**src/phold_pkg.sv**
```systemverilog
package phold_pkg;

	localparam int TIME_WID    = 16;
	localparam int NUM_LP      = 4;
	localparam int LP_WID      = 2;
	localparam int QUEUE_DEPTH = 8;  // Never fills, at most NUM_LP events live
	localparam int CNT_WID     = 4;
	localparam int INC_WID     = 4;

	localparam logic [TIME_WID-1:0] SIM_END_TIME = 16'd2000;

	// Base seed, each core XORs in its own index
	localparam logic [15:0] LFSR_SEED = 16'hACE1;

	typedef enum logic [2:0] {
		IDLE,
		INIT,
		READY,
		RUNNING,
		FINISHED
	} sim_state_t;

endpackage

```
**src/sim_ctrl.sv**
```systemverilog
`timescale 1ns/10ps

module sim_ctrl (
	input  logic                           clk,
	input  logic                           rst_n,
	input  logic                           start,
	input  logic                           load_last,
	input  logic [phold_pkg::TIME_WID-1:0] gvt,
	output logic                           load_en,
	output logic                           deq_allowed,
	output logic                           flush,
	output logic                           done,
	output logic                           busy
);

	phold_pkg::sim_state_t state;
	phold_pkg::sim_state_t state_nxt;
	logic                  fin_q;  // High during the FINISHED cycle

	always_comb begin
		state_nxt = state;
		case (state)
			phold_pkg::IDLE: begin
				if (start)
					state_nxt = phold_pkg::INIT;
			end
			phold_pkg::INIT: begin
				if (load_last)  // Last initial event goes in this cycle
					state_nxt = phold_pkg::READY;
			end
			phold_pkg::READY: begin
				state_nxt = phold_pkg::RUNNING;
			end
			phold_pkg::RUNNING: begin
				if (gvt > phold_pkg::SIM_END_TIME)
					state_nxt = phold_pkg::FINISHED;
			end
			phold_pkg::FINISHED: begin
				state_nxt = phold_pkg::IDLE;
			end
			default: begin
				state_nxt = phold_pkg::IDLE;
			end
		endcase
	end

	always_ff @(posedge clk or negedge rst_n) begin
		if (!rst_n) begin
			state <= phold_pkg::IDLE;
			fin_q <= 1'b0;
		end else begin
			state <= state_nxt;
			fin_q <= (state_nxt == phold_pkg::FINISHED);
		end
	end

	assign load_en     = (state == phold_pkg::INIT);
	assign deq_allowed = (state == phold_pkg::RUNNING);
	assign busy        = (state != phold_pkg::IDLE);
	assign done        = fin_q;
	assign flush       = fin_q;  // Same cycle, clears queue, cores and tracker

endmodule

```
**src/init_seq_counter.sv**
```systemverilog
`timescale 1ns/10ps

module init_seq_counter (
	input  logic                         clk,
	input  logic                         rst_n,
	input  logic                         load_en,
	output logic [phold_pkg::LP_WID-1:0] load_lp,
	output logic                         load_last
);

	logic [phold_pkg::LP_WID-1:0] cnt;

	always_ff @(posedge clk or negedge rst_n) begin
		if (!rst_n) begin
			cnt <= '0;
		end else if (load_en) begin
			cnt <= cnt + 1'b1;
		end else begin
			cnt <= '0;
		end
	end

	assign load_lp = cnt;

	// Final LP of the load sequence
	assign load_last = load_en && (int'(cnt) == phold_pkg::NUM_LP - 1);

endmodule

```
**src/event_queue.sv**
```systemverilog
`timescale 1ns/10ps

module event_queue (
	input  logic                           clk,
	input  logic                           rst_n,
	input  logic                           flush,
	input  logic                           enq,
	input  logic [phold_pkg::LP_WID-1:0]   enq_lp,
	input  logic [phold_pkg::TIME_WID-1:0] enq_time,
	input  logic                           deq,
	output logic [phold_pkg::LP_WID-1:0]   head_lp,
	output logic [phold_pkg::TIME_WID-1:0] head_time,
	output logic                           empty,
	output logic [phold_pkg::CNT_WID-1:0]  count
);

	logic [phold_pkg::LP_WID-1:0]      q_lp   [phold_pkg::QUEUE_DEPTH];
	logic [phold_pkg::TIME_WID-1:0]    q_time [phold_pkg::QUEUE_DEPTH];
	logic [phold_pkg::CNT_WID-1:0]     cnt;
	logic [phold_pkg::QUEUE_DEPTH-1:0] keep;

	// Valid entries not later than the new one stay in place
	always_comb begin
		for (int i = 0; i < phold_pkg::QUEUE_DEPTH; i++) begin
			keep[i] = (i < int'(cnt)) && (q_time[i] <= enq_time);
		end
	end

	always_ff @(posedge clk) begin
		if (enq) begin
			if (!keep[0]) begin
				q_lp[0]   <= enq_lp;
				q_time[0] <= enq_time;
			end
			for (int i = 1; i < phold_pkg::QUEUE_DEPTH; i++) begin
				if (!keep[i]) begin
					if (keep[i-1]) begin  // Insert point
						q_lp[i]   <= enq_lp;
						q_time[i] <= enq_time;
					end else begin
						q_lp[i]   <= q_lp[i-1];
						q_time[i] <= q_time[i-1];
					end
				end
			end
		end else if (deq) begin
			for (int i = 0; i < phold_pkg::QUEUE_DEPTH - 1; i++) begin
				q_lp[i]   <= q_lp[i+1];
				q_time[i] <= q_time[i+1];
			end
		end
	end

	always_ff @(posedge clk or negedge rst_n) begin
		if (!rst_n) begin
			cnt <= '0;
		end else if (flush) begin
			cnt <= '0;
		end else if (enq) begin
			cnt <= cnt + 1'b1;
		end else if (deq) begin
			cnt <= cnt - 1'b1;
		end
	end

	assign head_lp   = q_lp[0];
	assign head_time = q_time[0];
	assign empty     = (cnt == '0);
	assign count     = cnt;

endmodule

```
**src/rr_arbiter.sv**
```systemverilog
`timescale 1ns/10ps

module rr_arbiter (
	input  logic                         clk,
	input  logic                         rst_n,
	input  logic [phold_pkg::NUM_LP-1:0] req,
	input  logic                         advance,
	output logic [phold_pkg::NUM_LP-1:0] gnt,
	output logic [phold_pkg::LP_WID-1:0] gnt_idx,
	output logic                         any
);

	logic [phold_pkg::LP_WID-1:0] ptr;  // Highest priority requester

	always_comb begin
		logic [phold_pkg::LP_WID-1:0] idx;
		gnt     = '0;
		gnt_idx = '0;
		any     = 1'b0;
		for (int k = 0; k < phold_pkg::NUM_LP; k++) begin
			idx = ptr + k[phold_pkg::LP_WID-1:0];  // Wraps around
			if (!any && req[idx]) begin
				any     = 1'b1;
				gnt_idx = idx;
			end
		end
		gnt[gnt_idx] = any;
	end

	always_ff @(posedge clk or negedge rst_n) begin
		if (!rst_n) begin
			ptr <= '0;
		end else if (advance && any) begin
			ptr <= gnt_idx + 1'b1;
		end
	end

endmodule

```
**src/lp_core.sv**
```systemverilog
`timescale 1ns/10ps

module lp_core #(
	parameter int CORE_ID = 0
) (
	input  logic                           clk,
	input  logic                           rst_n,
	input  logic                           flush,
	input  logic                           ev_valid,
	input  logic [phold_pkg::LP_WID-1:0]   ev_lp,
	input  logic [phold_pkg::TIME_WID-1:0] ev_time,
	output logic                           ready,
	output logic                           child_valid,
	input  logic                           child_ready,
	output logic [phold_pkg::LP_WID-1:0]   child_lp,
	output logic [phold_pkg::TIME_WID-1:0] child_time,
	output logic [phold_pkg::TIME_WID-1:0] cur_time
);

	typedef logic [phold_pkg::TIME_WID-1:0] time_t;

	logic [15:0]                   lfsr;
	logic [15:0]                   lfsr_nxt;
	logic                          busy;
	logic                          accept;
	logic [1:0]                    delay;  // Processing cycles left minus one
	logic [phold_pkg::INC_WID-1:0] inc;

	// Galois form, taps 16 14 13 11
	assign lfsr_nxt = {1'b0, lfsr[15:1]} ^ (lfsr[0] ? 16'hB400 : 16'h0000);

	assign ready  = !busy;
	assign accept = ev_valid && !busy;

	always_ff @(posedge clk or negedge rst_n) begin
		if (!rst_n) begin
			lfsr        <= phold_pkg::LFSR_SEED ^ 16'(CORE_ID);
			busy        <= 1'b0;
			child_valid <= 1'b0;
			delay       <= '0;
		end else if (flush) begin
			busy        <= 1'b0;
			child_valid <= 1'b0;
		end else if (accept) begin
			lfsr  <= lfsr_nxt;
			busy  <= 1'b1;
			delay <= lfsr[7:6];
		end else if (busy && !child_valid) begin
			if (delay == 2'd0)
				child_valid <= 1'b1;
			else
				delay <= delay - 1'b1;
		end else if (child_valid && child_ready) begin
			child_valid <= 1'b0;  // Child granted, core free again
			busy        <= 1'b0;
		end
	end

	// Payload, taken from the value before the step
	always_ff @(posedge clk) begin
		if (accept) begin
			cur_time <= ev_time;
			inc      <= lfsr[phold_pkg::INC_WID-1:0];
			child_lp <= lfsr[5:4];
		end
	end

	assign child_time = cur_time + time_t'(inc) + time_t'(1);

endmodule

```
**src/gvt_tracker.sv**
```systemverilog
`timescale 1ns/10ps

module gvt_tracker (
	input  logic                           clk,
	input  logic                           rst_n,
	input  logic                           flush,
	input  logic                           disp_valid,
	input  logic [phold_pkg::LP_WID-1:0]   disp_core,
	input  logic [phold_pkg::TIME_WID-1:0] disp_time,
	input  logic                           child_taken,
	input  logic [phold_pkg::LP_WID-1:0]   child_core,
	input  logic [phold_pkg::TIME_WID-1:0] head_time,
	input  logic                           queue_empty,
	input  logic                           run_en,
	output logic [phold_pkg::TIME_WID-1:0] gvt
);

	logic [phold_pkg::TIME_WID-1:0] core_time [phold_pkg::NUM_LP];
	logic [phold_pkg::NUM_LP-1:0]   core_vld;
	logic [phold_pkg::TIME_WID-1:0] min_time;

	always_comb begin
		min_time = queue_empty ? '1 : head_time;
		for (int i = 0; i < phold_pkg::NUM_LP; i++) begin
			if (core_vld[i] && core_time[i] < min_time)
				min_time = core_time[i];
		end
	end

	always_ff @(posedge clk or negedge rst_n) begin
		if (!rst_n) begin
			core_vld <= '0;
			gvt      <= '0;
		end else if (flush) begin
			core_vld <= '0;
			gvt      <= '0;
		end else begin
			if (disp_valid)
				core_vld[disp_core] <= 1'b1;
			if (child_taken)
				core_vld[child_core] <= 1'b0;
			if (run_en)
				gvt <= min_time;
		end
	end

	always_ff @(posedge clk) begin
		if (disp_valid)
			core_time[disp_core] <= disp_time;
	end

endmodule

```
**src/phold_top.sv**
```systemverilog
`timescale 1ns/10ps

module phold_top (
	input  logic                           clk,
	input  logic                           rst_n,
	input  logic                           start,
	output logic                           busy,
	output logic                           done,
	output logic [phold_pkg::TIME_WID-1:0] gvt,
	output logic                           disp_valid,
	output logic [phold_pkg::LP_WID-1:0]   disp_core,
	output logic [phold_pkg::LP_WID-1:0]   disp_lp,
	output logic [phold_pkg::TIME_WID-1:0] disp_time,
	output logic                           gen_valid,
	output logic [phold_pkg::LP_WID-1:0]   gen_core,
	output logic [phold_pkg::LP_WID-1:0]   gen_lp,
	output logic [phold_pkg::TIME_WID-1:0] gen_time
);

	logic                           load_en;
	logic                           load_last;
	logic [phold_pkg::LP_WID-1:0]   load_lp;
	logic                           deq_allowed;
	logic                           flush;
	logic                           enq;
	logic [phold_pkg::LP_WID-1:0]   enq_lp;
	logic [phold_pkg::TIME_WID-1:0] enq_time;
	logic                           q_empty;
	logic [phold_pkg::CNT_WID-1:0]  q_count;
	logic                           disp_any;
	logic [phold_pkg::NUM_LP-1:0]   disp_gnt;
	logic [phold_pkg::NUM_LP-1:0]   core_ready;
	logic [phold_pkg::NUM_LP-1:0]   child_valid;
	logic [phold_pkg::NUM_LP-1:0]   child_ready;
	logic [phold_pkg::LP_WID-1:0]   child_lp   [phold_pkg::NUM_LP];
	logic [phold_pkg::TIME_WID-1:0] child_time [phold_pkg::NUM_LP];

	sim_ctrl u_ctrl (
		.clk(clk), .rst_n(rst_n), .start(start), .load_last(load_last), .gvt(gvt),
		.load_en(load_en), .deq_allowed(deq_allowed), .flush(flush),
		.done(done), .busy(busy)
	);

	init_seq_counter u_init (
		.clk(clk), .rst_n(rst_n), .load_en(load_en),
		.load_lp(load_lp), .load_last(load_last)
	);

	// Initial loads at time zero, otherwise the granted child
	assign enq      = load_en || gen_valid;
	assign enq_lp   = load_en ? load_lp : gen_lp;
	assign enq_time = load_en ? '0 : gen_time;

	// Children win over dispatch
	assign disp_valid = deq_allowed && !q_empty && !gen_valid && disp_any;

	event_queue u_queue (
		.clk(clk), .rst_n(rst_n), .flush(flush),
		.enq(enq), .enq_lp(enq_lp), .enq_time(enq_time), .deq(disp_valid),
		.head_lp(disp_lp), .head_time(disp_time), .empty(q_empty), .count(q_count)
	);

	rr_arbiter disp_arb (
		.clk(clk), .rst_n(rst_n), .req(core_ready), .advance(disp_valid),
		.gnt(disp_gnt), .gnt_idx(disp_core), .any(disp_any)
	);

	rr_arbiter gen_arb (
		.clk(clk), .rst_n(rst_n), .req(child_valid), .advance(gen_valid),
		.gnt(child_ready), .gnt_idx(gen_core), .any(gen_valid)
	);

	assign gen_lp   = child_lp[gen_core];
	assign gen_time = child_time[gen_core];

	for (genvar g = 0; g < phold_pkg::NUM_LP; g++) begin : gen_lp_core
		lp_core #(.CORE_ID(g)) u_core (
			.clk(clk), .rst_n(rst_n), .flush(flush),
			.ev_valid(disp_valid && disp_gnt[g]), .ev_lp(disp_lp), .ev_time(disp_time),
			.ready(core_ready[g]),
			.child_valid(child_valid[g]), .child_ready(child_ready[g]),
			.child_lp(child_lp[g]), .child_time(child_time[g]),
			.cur_time()
		);
	end

	gvt_tracker u_gvt (
		.clk(clk), .rst_n(rst_n), .flush(flush),
		.disp_valid(disp_valid), .disp_core(disp_core), .disp_time(disp_time),
		.child_taken(gen_valid), .child_core(gen_core),
		.head_time(disp_time), .queue_empty(q_empty),
		.run_en(deq_allowed), .gvt(gvt)
	);

endmodule

```
**config.mk**
```make
export PLATFORM = sky130hd
export DESIGN_NAME = phold_top
export DESIGN_NICKNAME = d
export VERILOG_FILES = /design/src/phold_pkg.sv /design/src/sim_ctrl.sv /design/src/init_seq_counter.sv /design/src/event_queue.sv /design/src/rr_arbiter.sv /design/src/lp_core.sv /design/src/gvt_tracker.sv /design/src/phold_top.sv
export SDC_FILE = /design/constraint.sdc
export NUM_CORES = 1
export LEC_CHECK = 0
export BUFFER_PORTS_ARGS = -buffer_cell sky130_fd_sc_hd__buf_2
export CAP_MARGIN = 10
export CORE_AREA = 2 2 237 239
export DETAILED_ROUTE_END_ITERATION = 16
export DIE_AREA = 0 0 239 241
export PLACE_DENSITY_LB_ADDON = 0.3
export SYNTH_ARGS = -nofsm -noshare
export SYNTH_HDL_FRONTEND = slang
export SYNTH_HIERARCHICAL = 1
export SYNTH_SLANG_ARGS = --single-unit
```
**constraint.sdc**
```tcl
create_clock -name clk -period 18.8 [get_ports clk]
set_input_delay 2.82 -clock clk [delete_from_list [all_inputs] [get_ports clk]]
set_output_delay 2.82 -clock clk [all_outputs]
set_load 0.01 [all_outputs]
```
==> results of run 1 <==
[final cells by class]
class	count	area, sq um
clock buffers	58	1269
clock inverters	24	222.7
fillers	4873	27900
inverters	122	457.9
multi-input cells	1532	11770
flip-flops and latches	410	11780
well taps	704	880.8
repair buffers	100	601.8
[critical path, delay by kind of cell (launching register included)]
| family | cells | cell delay (ns) |
|---|---|---|
| AO/OA/AOI/OAI | 24 | 5.68 |
| AND/OR/NAND/NOR | 8 | 2.34 |
| flip-flops | 1 | 0.43 |
| multiplexers | 2 | 0.66 |
| buffers and inverters | 4 | 0.57 |
| adder cells (fa/ha/maj) | 5 | 1.50 |
[sequential cells by signal (all words and copies together), names as in the netlist, 3 cells and up]
signal	flops
u_ctrl/state	3
gen_lp_core.u_core/child_valid	4
u_gvt/core_vld	4
u_gvt/core_time	64
gen_lp_core.u_core/child_lp	8
gen_lp_core.u_core/lfsr	64
u_queue/q_time	128
u_queue/count	4
gen_lp_core.u_core/cur_time	64
gen_lp_core.u_core/busy	4
u_gvt/gvt	16
u_queue/q_lp	16
gen_lp_core.u_core/inc	16
gen_lp_core.u_core/delay	8
[metal layers]
layer / global-route usage, % / vias up / wire length, um
met1: 32.33 / 8878 / 29310
met5: 0 / - / 0
met3: 3.980 / 144 / 5085
li1: - / 8093 / -
met2: 37.54 / 724 / 31230
met4: 9.375 / 0 / 2660
[layout by cell type (no fill, tap or decap), drive strengths merged, types with 32 or more instances in the layout]
master	netlist	final
dfrtp	82	82
nand2	244	244
nand4	36	36
ha	217	217
xnor2	60	60
a21o	41	41
a21oi	126	126
mux2	102	102
buf	59	100
clkbuf	37	58
o21ai	85	85
nor2	128	128
dfstp	32	32
nor2b	33	33
nand3	80	80
mux2i	58	58
inv	122	124
o211ai	41	41
edfxtp	296	296
[metrics by stage]
step / cell area [sq um] / std cells
floorplan: 24620 / 2160
global placement: 25480 / 2867
detailed placement: 25480 / 2867
CTS: 26970 / 2949
global route: 26980 / 2950
finish: 26980 / 2950
[path summary, 6_finish.rpt]
check,cells past startpoint,slack (ns),endpoint,from
worst max register to register,43,7.46,u_gvt/gvt[10],u_queue/count[0]
worst min-delay path,0,0.48,gen_lp_core[1].u_core/child_lp[0],gen_lp_core[1].u_core/lfsr[4]
max in group asynchronous,2,15.10,u_ctrl/done,rst_n
worst min register to register,0,0.48,gen_lp_core[1].u_core/child_lp[0],gen_lp_core[1].u_core/lfsr[4]
worst max-delay path,43,7.46,u_gvt/gvt[10],u_queue/count[0]
min in group asynchronous,1,2.24,gen_lp_core[3].u_core/lfsr[14],rst_n
[cells by family after synthesis]
family / count (synthesis) / share of synthesized area, %
and+or+nand+nor: 631 / 12.67
AOI/OAI and AO/OA: 434 / 12.41
DFF: 410 / 47.85
muxes: 176 / 8.700
xor gates and xnor gates: 69 / 2.455
adders and majority gates: 222 / 11.39
buffers and inverters: 218 / 4.523
[cell usage after synthesis, types with 8 or more instances]
cell type / n / share of area, %
edfxtp_1: 296 / 36
nand2_1: 242 / 3.7
ha_1: 217 / 11
nor2_1: 123 / 1.9
inv_1: 122 / 1.9
a21oi_1: 116 / 2.4
mux2_2: 84 / 3.8
dfrtp_1: 82 / 8.3
nand3_1: 80 / 1.6
o21ai_0: 68 / 1.4
xnor2_1: 60 / 2.1
mux2i_1: 58 / 2.4
a21o_1: 41 / 1.3
o211ai_1: 41 / 1.3
clkbuf_1: 37 / 0.56
nand4_1: 36 / 0.91
dfstp_2: 32 / 3.4
nor2b_1: 32 / 0.81
buf_4: 25 / 0.76
a221o_1: 18 / 0.73
nand2b_1: 18 / 0.46
mux4_2: 16 / 1.5
o21bai_1: 16 / 0.49
buf_2: 15 / 0.30
a221oi_1: 14 / 0.50
and2_1: 14 / 0.36
mux2_4: 14 / 0.85
nand3b_1: 12 / 0.37
a21oi_2: 10 / 0.36
o21a_1: 10 / 0.30
a221oi_2: 9 / 0.55
and3_1: 9 / 0.23
o21ai_1: 9 / 0.18
xor2_1: 9 / 0.32
o2111ai_1: 8 / 0.28
o21ai_2: 8 / 0.28
==> results.ini, run 1 <==
[timing]
min_period_over_period_pct = 60.31
setup_viol = 0
setup_ws_ns = 7.461
slew_headroom_pct = 21.21
max_freq_mhz = 88.19
fin_skew_ns = 0.01782
period_minus_slack_ns = 11.34
tightest_slew_ns = 1.180
finalHoldViolations = 0
rsz0062_at_grt = no
whs_ns = 0.4775
drv_slew = 0
tns_ns = 0

[global_route]
antenna_found_initial = 4
gr-total-overflow = 0
grt_start_max_net_pins = 95
grt_pass1_wl_um = 103500
grt_pass1_vias = 17467
grt_use_total_pct = 23.63

[route]
viasPerCell = 6.047
drt-pass1-iter-count = 7
antenna_left = 0
post-route-drc-count = 0
avgRoutedWirePerCell_um = 23.15
routed_wl_um = 68290
initialDrtViolationCount = 1695
vias = 17839

[placement]
post-dp-hpwl_um = 48480
io_buffers = 62
gp_congestion = 0.9138
place_ws_ns = 7.720

[cts]
clk_latency_ns = 0.58
htreeDepth = 2
cts_resized = 0
cts_tree = yes
clkSlewWorstSetupHoldPaths_ns = 0.06
holdBufCountCts = 0
cts_made_buffers = 45
cts-root-buf = clkbuf_16
cts_sinks = 410
cts_buffer_depth = 3
postCtsSetupRepairBufs = 0

[critical_path]
worstPathMaxFanout = 34
start_kind = register
path_class = register to register
max_stage_delay_ns = 0.98
crit_path_top_delay_cell = a211oi_2
arrival_ns = 11.80
cp_data_required_time_ns = 19.26
critPathCaptureType = register

[yosys]
postSynth.asyncResetShare_pct = 27.80
ys_ff_latch = 410
synth-main-ff-cell = edfxtp_1
synthCells = 2160
avgSynthCellArea_sq_um = 11.40
synth_area_sq_um = 24620
ys_seq_area_share_pct = 47.85
ys.warnings.count = 6
synth_cell_types = 94
syn_nets = 2384
synth_edf_count = 296

[floorplan]
die_y_um = 241
start_util_pct = 44.87
die_area_sq_um = 57600
io_pins = 63
die_w_um = 239
rows = 86
core_sq_um = 54880

[layout]
drive_above_1_share_pct = 17.10
area_delta_synth_final_pct = 9.589
fin_util_pct = 49.17
fin_nets = 2435
antenna-diode-count = 0

[job]
drv_cap = 0

[min_path]
hp-class = register to register

[status]
status = complete, no violations

Power of run 1 is left out: the tool's default activity adds up to more than one toggle a clock period on the data nets, which glitch-free logic cannot reach.
==> run 2, diff against run 1 <==
==> constraint.sdc (replaced) <==
create_clock -name clk -period 11.45 [get_ports clk]
set_input_delay 1.7175 -clock clk [delete_from_list [all_inputs] [get_ports clk]]
set_output_delay 1.7175 -clock clk [all_outputs]
set_load 0.01 [all_outputs]
==> run 2 against run 1 <==
Compared with the run above: final cell count increased by 0.10%; first-iteration DRC count decreased by 0.12%; non-clock buffer count increased by 2; critical path depth increased by 1; utilization about the same; setup slack got worse by 6.7 ns; sequential share of layout area about the same; worst hold slack improved by 0.0078 ns; count of clock-buffer cells in the layout increased by 10; maximum frequency increased by 6.4%; critical path type unchanged.
==> results.ini, run 2 (synthesis gave the netlist of run 1 again) <==
[min_path]
hp-class = register to register
hold_depth = 0
min_from = gen_lp_core[1].u_core/lfsr[4]
whs_endpoint = gen_lp_core[1].u_core/child_lp[0]

[layout]
largest_reg_flops = 128
largest-register = u_queue/q_time
drive_above_1_share_pct = 16.94
mostFrequentLayoutCells = edfxtp_1, nand2_1, ha_1, nor2_1, inv_1
area_delta_synth_final_pct = 9.539
final_cell_area_sq_um = 26970
final.fill_count = 4825
layout_commonest_cell = edfxtp_1
antenna-diode-count = 0
fin_nets = 2437

[cts]
cts_tree = yes
postCtsSetupRepairBufs = 0
cts_sinks = 410
holdBufCountCts = 0
cts-root-buf = clkbuf_16
cts_made_buffers = 45
clk_latency_ns = 0.59
htreeDepth = 2
cts_buffer_depth = 3
clkSlewWorstSetupHoldPaths_ns = 0.06

[floorplan]
io_pins = 63
start_util_pct = 44.87
core_sq_um = 54880
rows = 86
die_area_sq_um = 57600
die_w_um = 239
die_y_um = 241

[global_route]
grt_start_max_net_pins = 96
grt_use_total_pct = 23.70
grt_pass1_vias = 17226
grt_pass1_wl_um = 103600
antenna_found_initial = 1
gr-total-overflow = 0

[timing]
rsz0062_at_grt = no
slew_headroom_pct = 26.26
tightest_slew_ns = 1.106
min_period_over_period_pct = 93.12
drv_slew = 0
finalHoldViolations = 0
tns_ns = 0
period_minus_slack_ns = 10.66
fin_skew_ns = 0.01031
setup_viol = 0
max_freq_mhz = 93.79

[route]
vias = 17710
antenna_left = 0
viasPerCell = 5.997
post-route-drc-count = 0
initialDrtViolationCount = 1693
drt-pass1-iter-count = 6
routed_wl_um = 68350
avgRoutedWirePerCell_um = 23.14

[critical_path]
start_kind = register
crit_path_top_delay_cell = nor4bb_1
r2r_start = u_queue/count[0]
worst_setup_path_startpoint = u_queue/count[0]
cp_data_required_time_ns = 11.92
reg2reg_depth = 44
worst_path_most_repeated_cell = a21o_1
timing.rr.end = u_gvt/gvt[15]
critPathCaptureType = register
max_stage_delay_ns = 0.64
r2r_slack_ns = 0.79
arrival_ns = 11.13
path_class = register to register
worstPathMaxFanout = 34

[placement]
io_buffers = 62
gp_congestion = 0.9036
post-dp-hpwl_um = 49200
dpl-instance-area_sq_um = 25500

[job]
drv_cap = 0

[status]
status = complete, no violations

## run 2: how the worst max path moves through the flow
stage	slack (ns)	end
2_1_floorplan	2.03	u_gvt/gvt[10]
3_3_place_gp	1.01	u_gvt/gvt[10]
3_5_place_dp	0.61	u_gvt/gvt[15]
4_1_cts	0.56	u_gvt/gvt[15]
5_1_grt	0.04	u_gvt/gvt[15]
6_report	0.79	u_gvt/gvt[15]
## run 2: stage by stage
stage	setup slack [ns]	util, %	cells	hold slack (ns)
2_1_floorplan	2.034	-	2160	0.4413
3_3_place_gp	1.014	46.47	2870	0.4644
3_5_place_dp	0.6085	46.47	2870	0.4637
4_1_cts	0.5623	49.13	2953	0.4775
5_1_grt	0.03794	49.15	2953	0.4952
6_report	0.7882	49.15	2953	0.4853
## run 2: routing by layer
| layer | vias to the layer above | track usage [%] | part of all wire, % |
|---|---|---|---|
| met2 | 704 | 37.84 | 46 |
| met1 | 8766 | 32.99 | 44 |
| li1 | 8103 | - | - |
| met5 | - | 0 | 0 |
| met4 | 0 | 8.561 | 3.2 |
| met3 | 137 | 3.420 | 7.3 |
## run 2: layout make-up
cell class / instances / area, sq um / area share, %
Multi-Input combinational cell: 1532 / 11780 / 43.67
Sequential cell: 410 / 11780 / 43.69
Inverter: 122 / 457.9 / 1.698
Tap cell: 704 / 880.8 / 3.266
Clock inverter: 15 / 162.7 / 0.6031
Timing Repair Buffer: 102 / 613.1 / 2.273
Clock buffer: 68 / 1295 / 4.802
## run 2: critical path, delay by kind of cell (launching register included)
family                   cells  cell delay, ns
AND/OR/NAND/NOR              9            2.45
flip-flops                   1            0.42
multiplexers                 2            0.68
buffers and inverters        5            0.76
AO/OA/AOI/OAI               23            4.76
adder cells (fa/ha/maj)      5            1.43
## run 2: repair_timing
| item | 4_1_cts | 5_1_grt |
|---|---|---|
| hold endpoints to repair | 0 | 0 |
| setup endpoints to repair | 0 | 15 |
| resized for setup | 0 | 2 |
Power of run 2 is left out for the same reason.
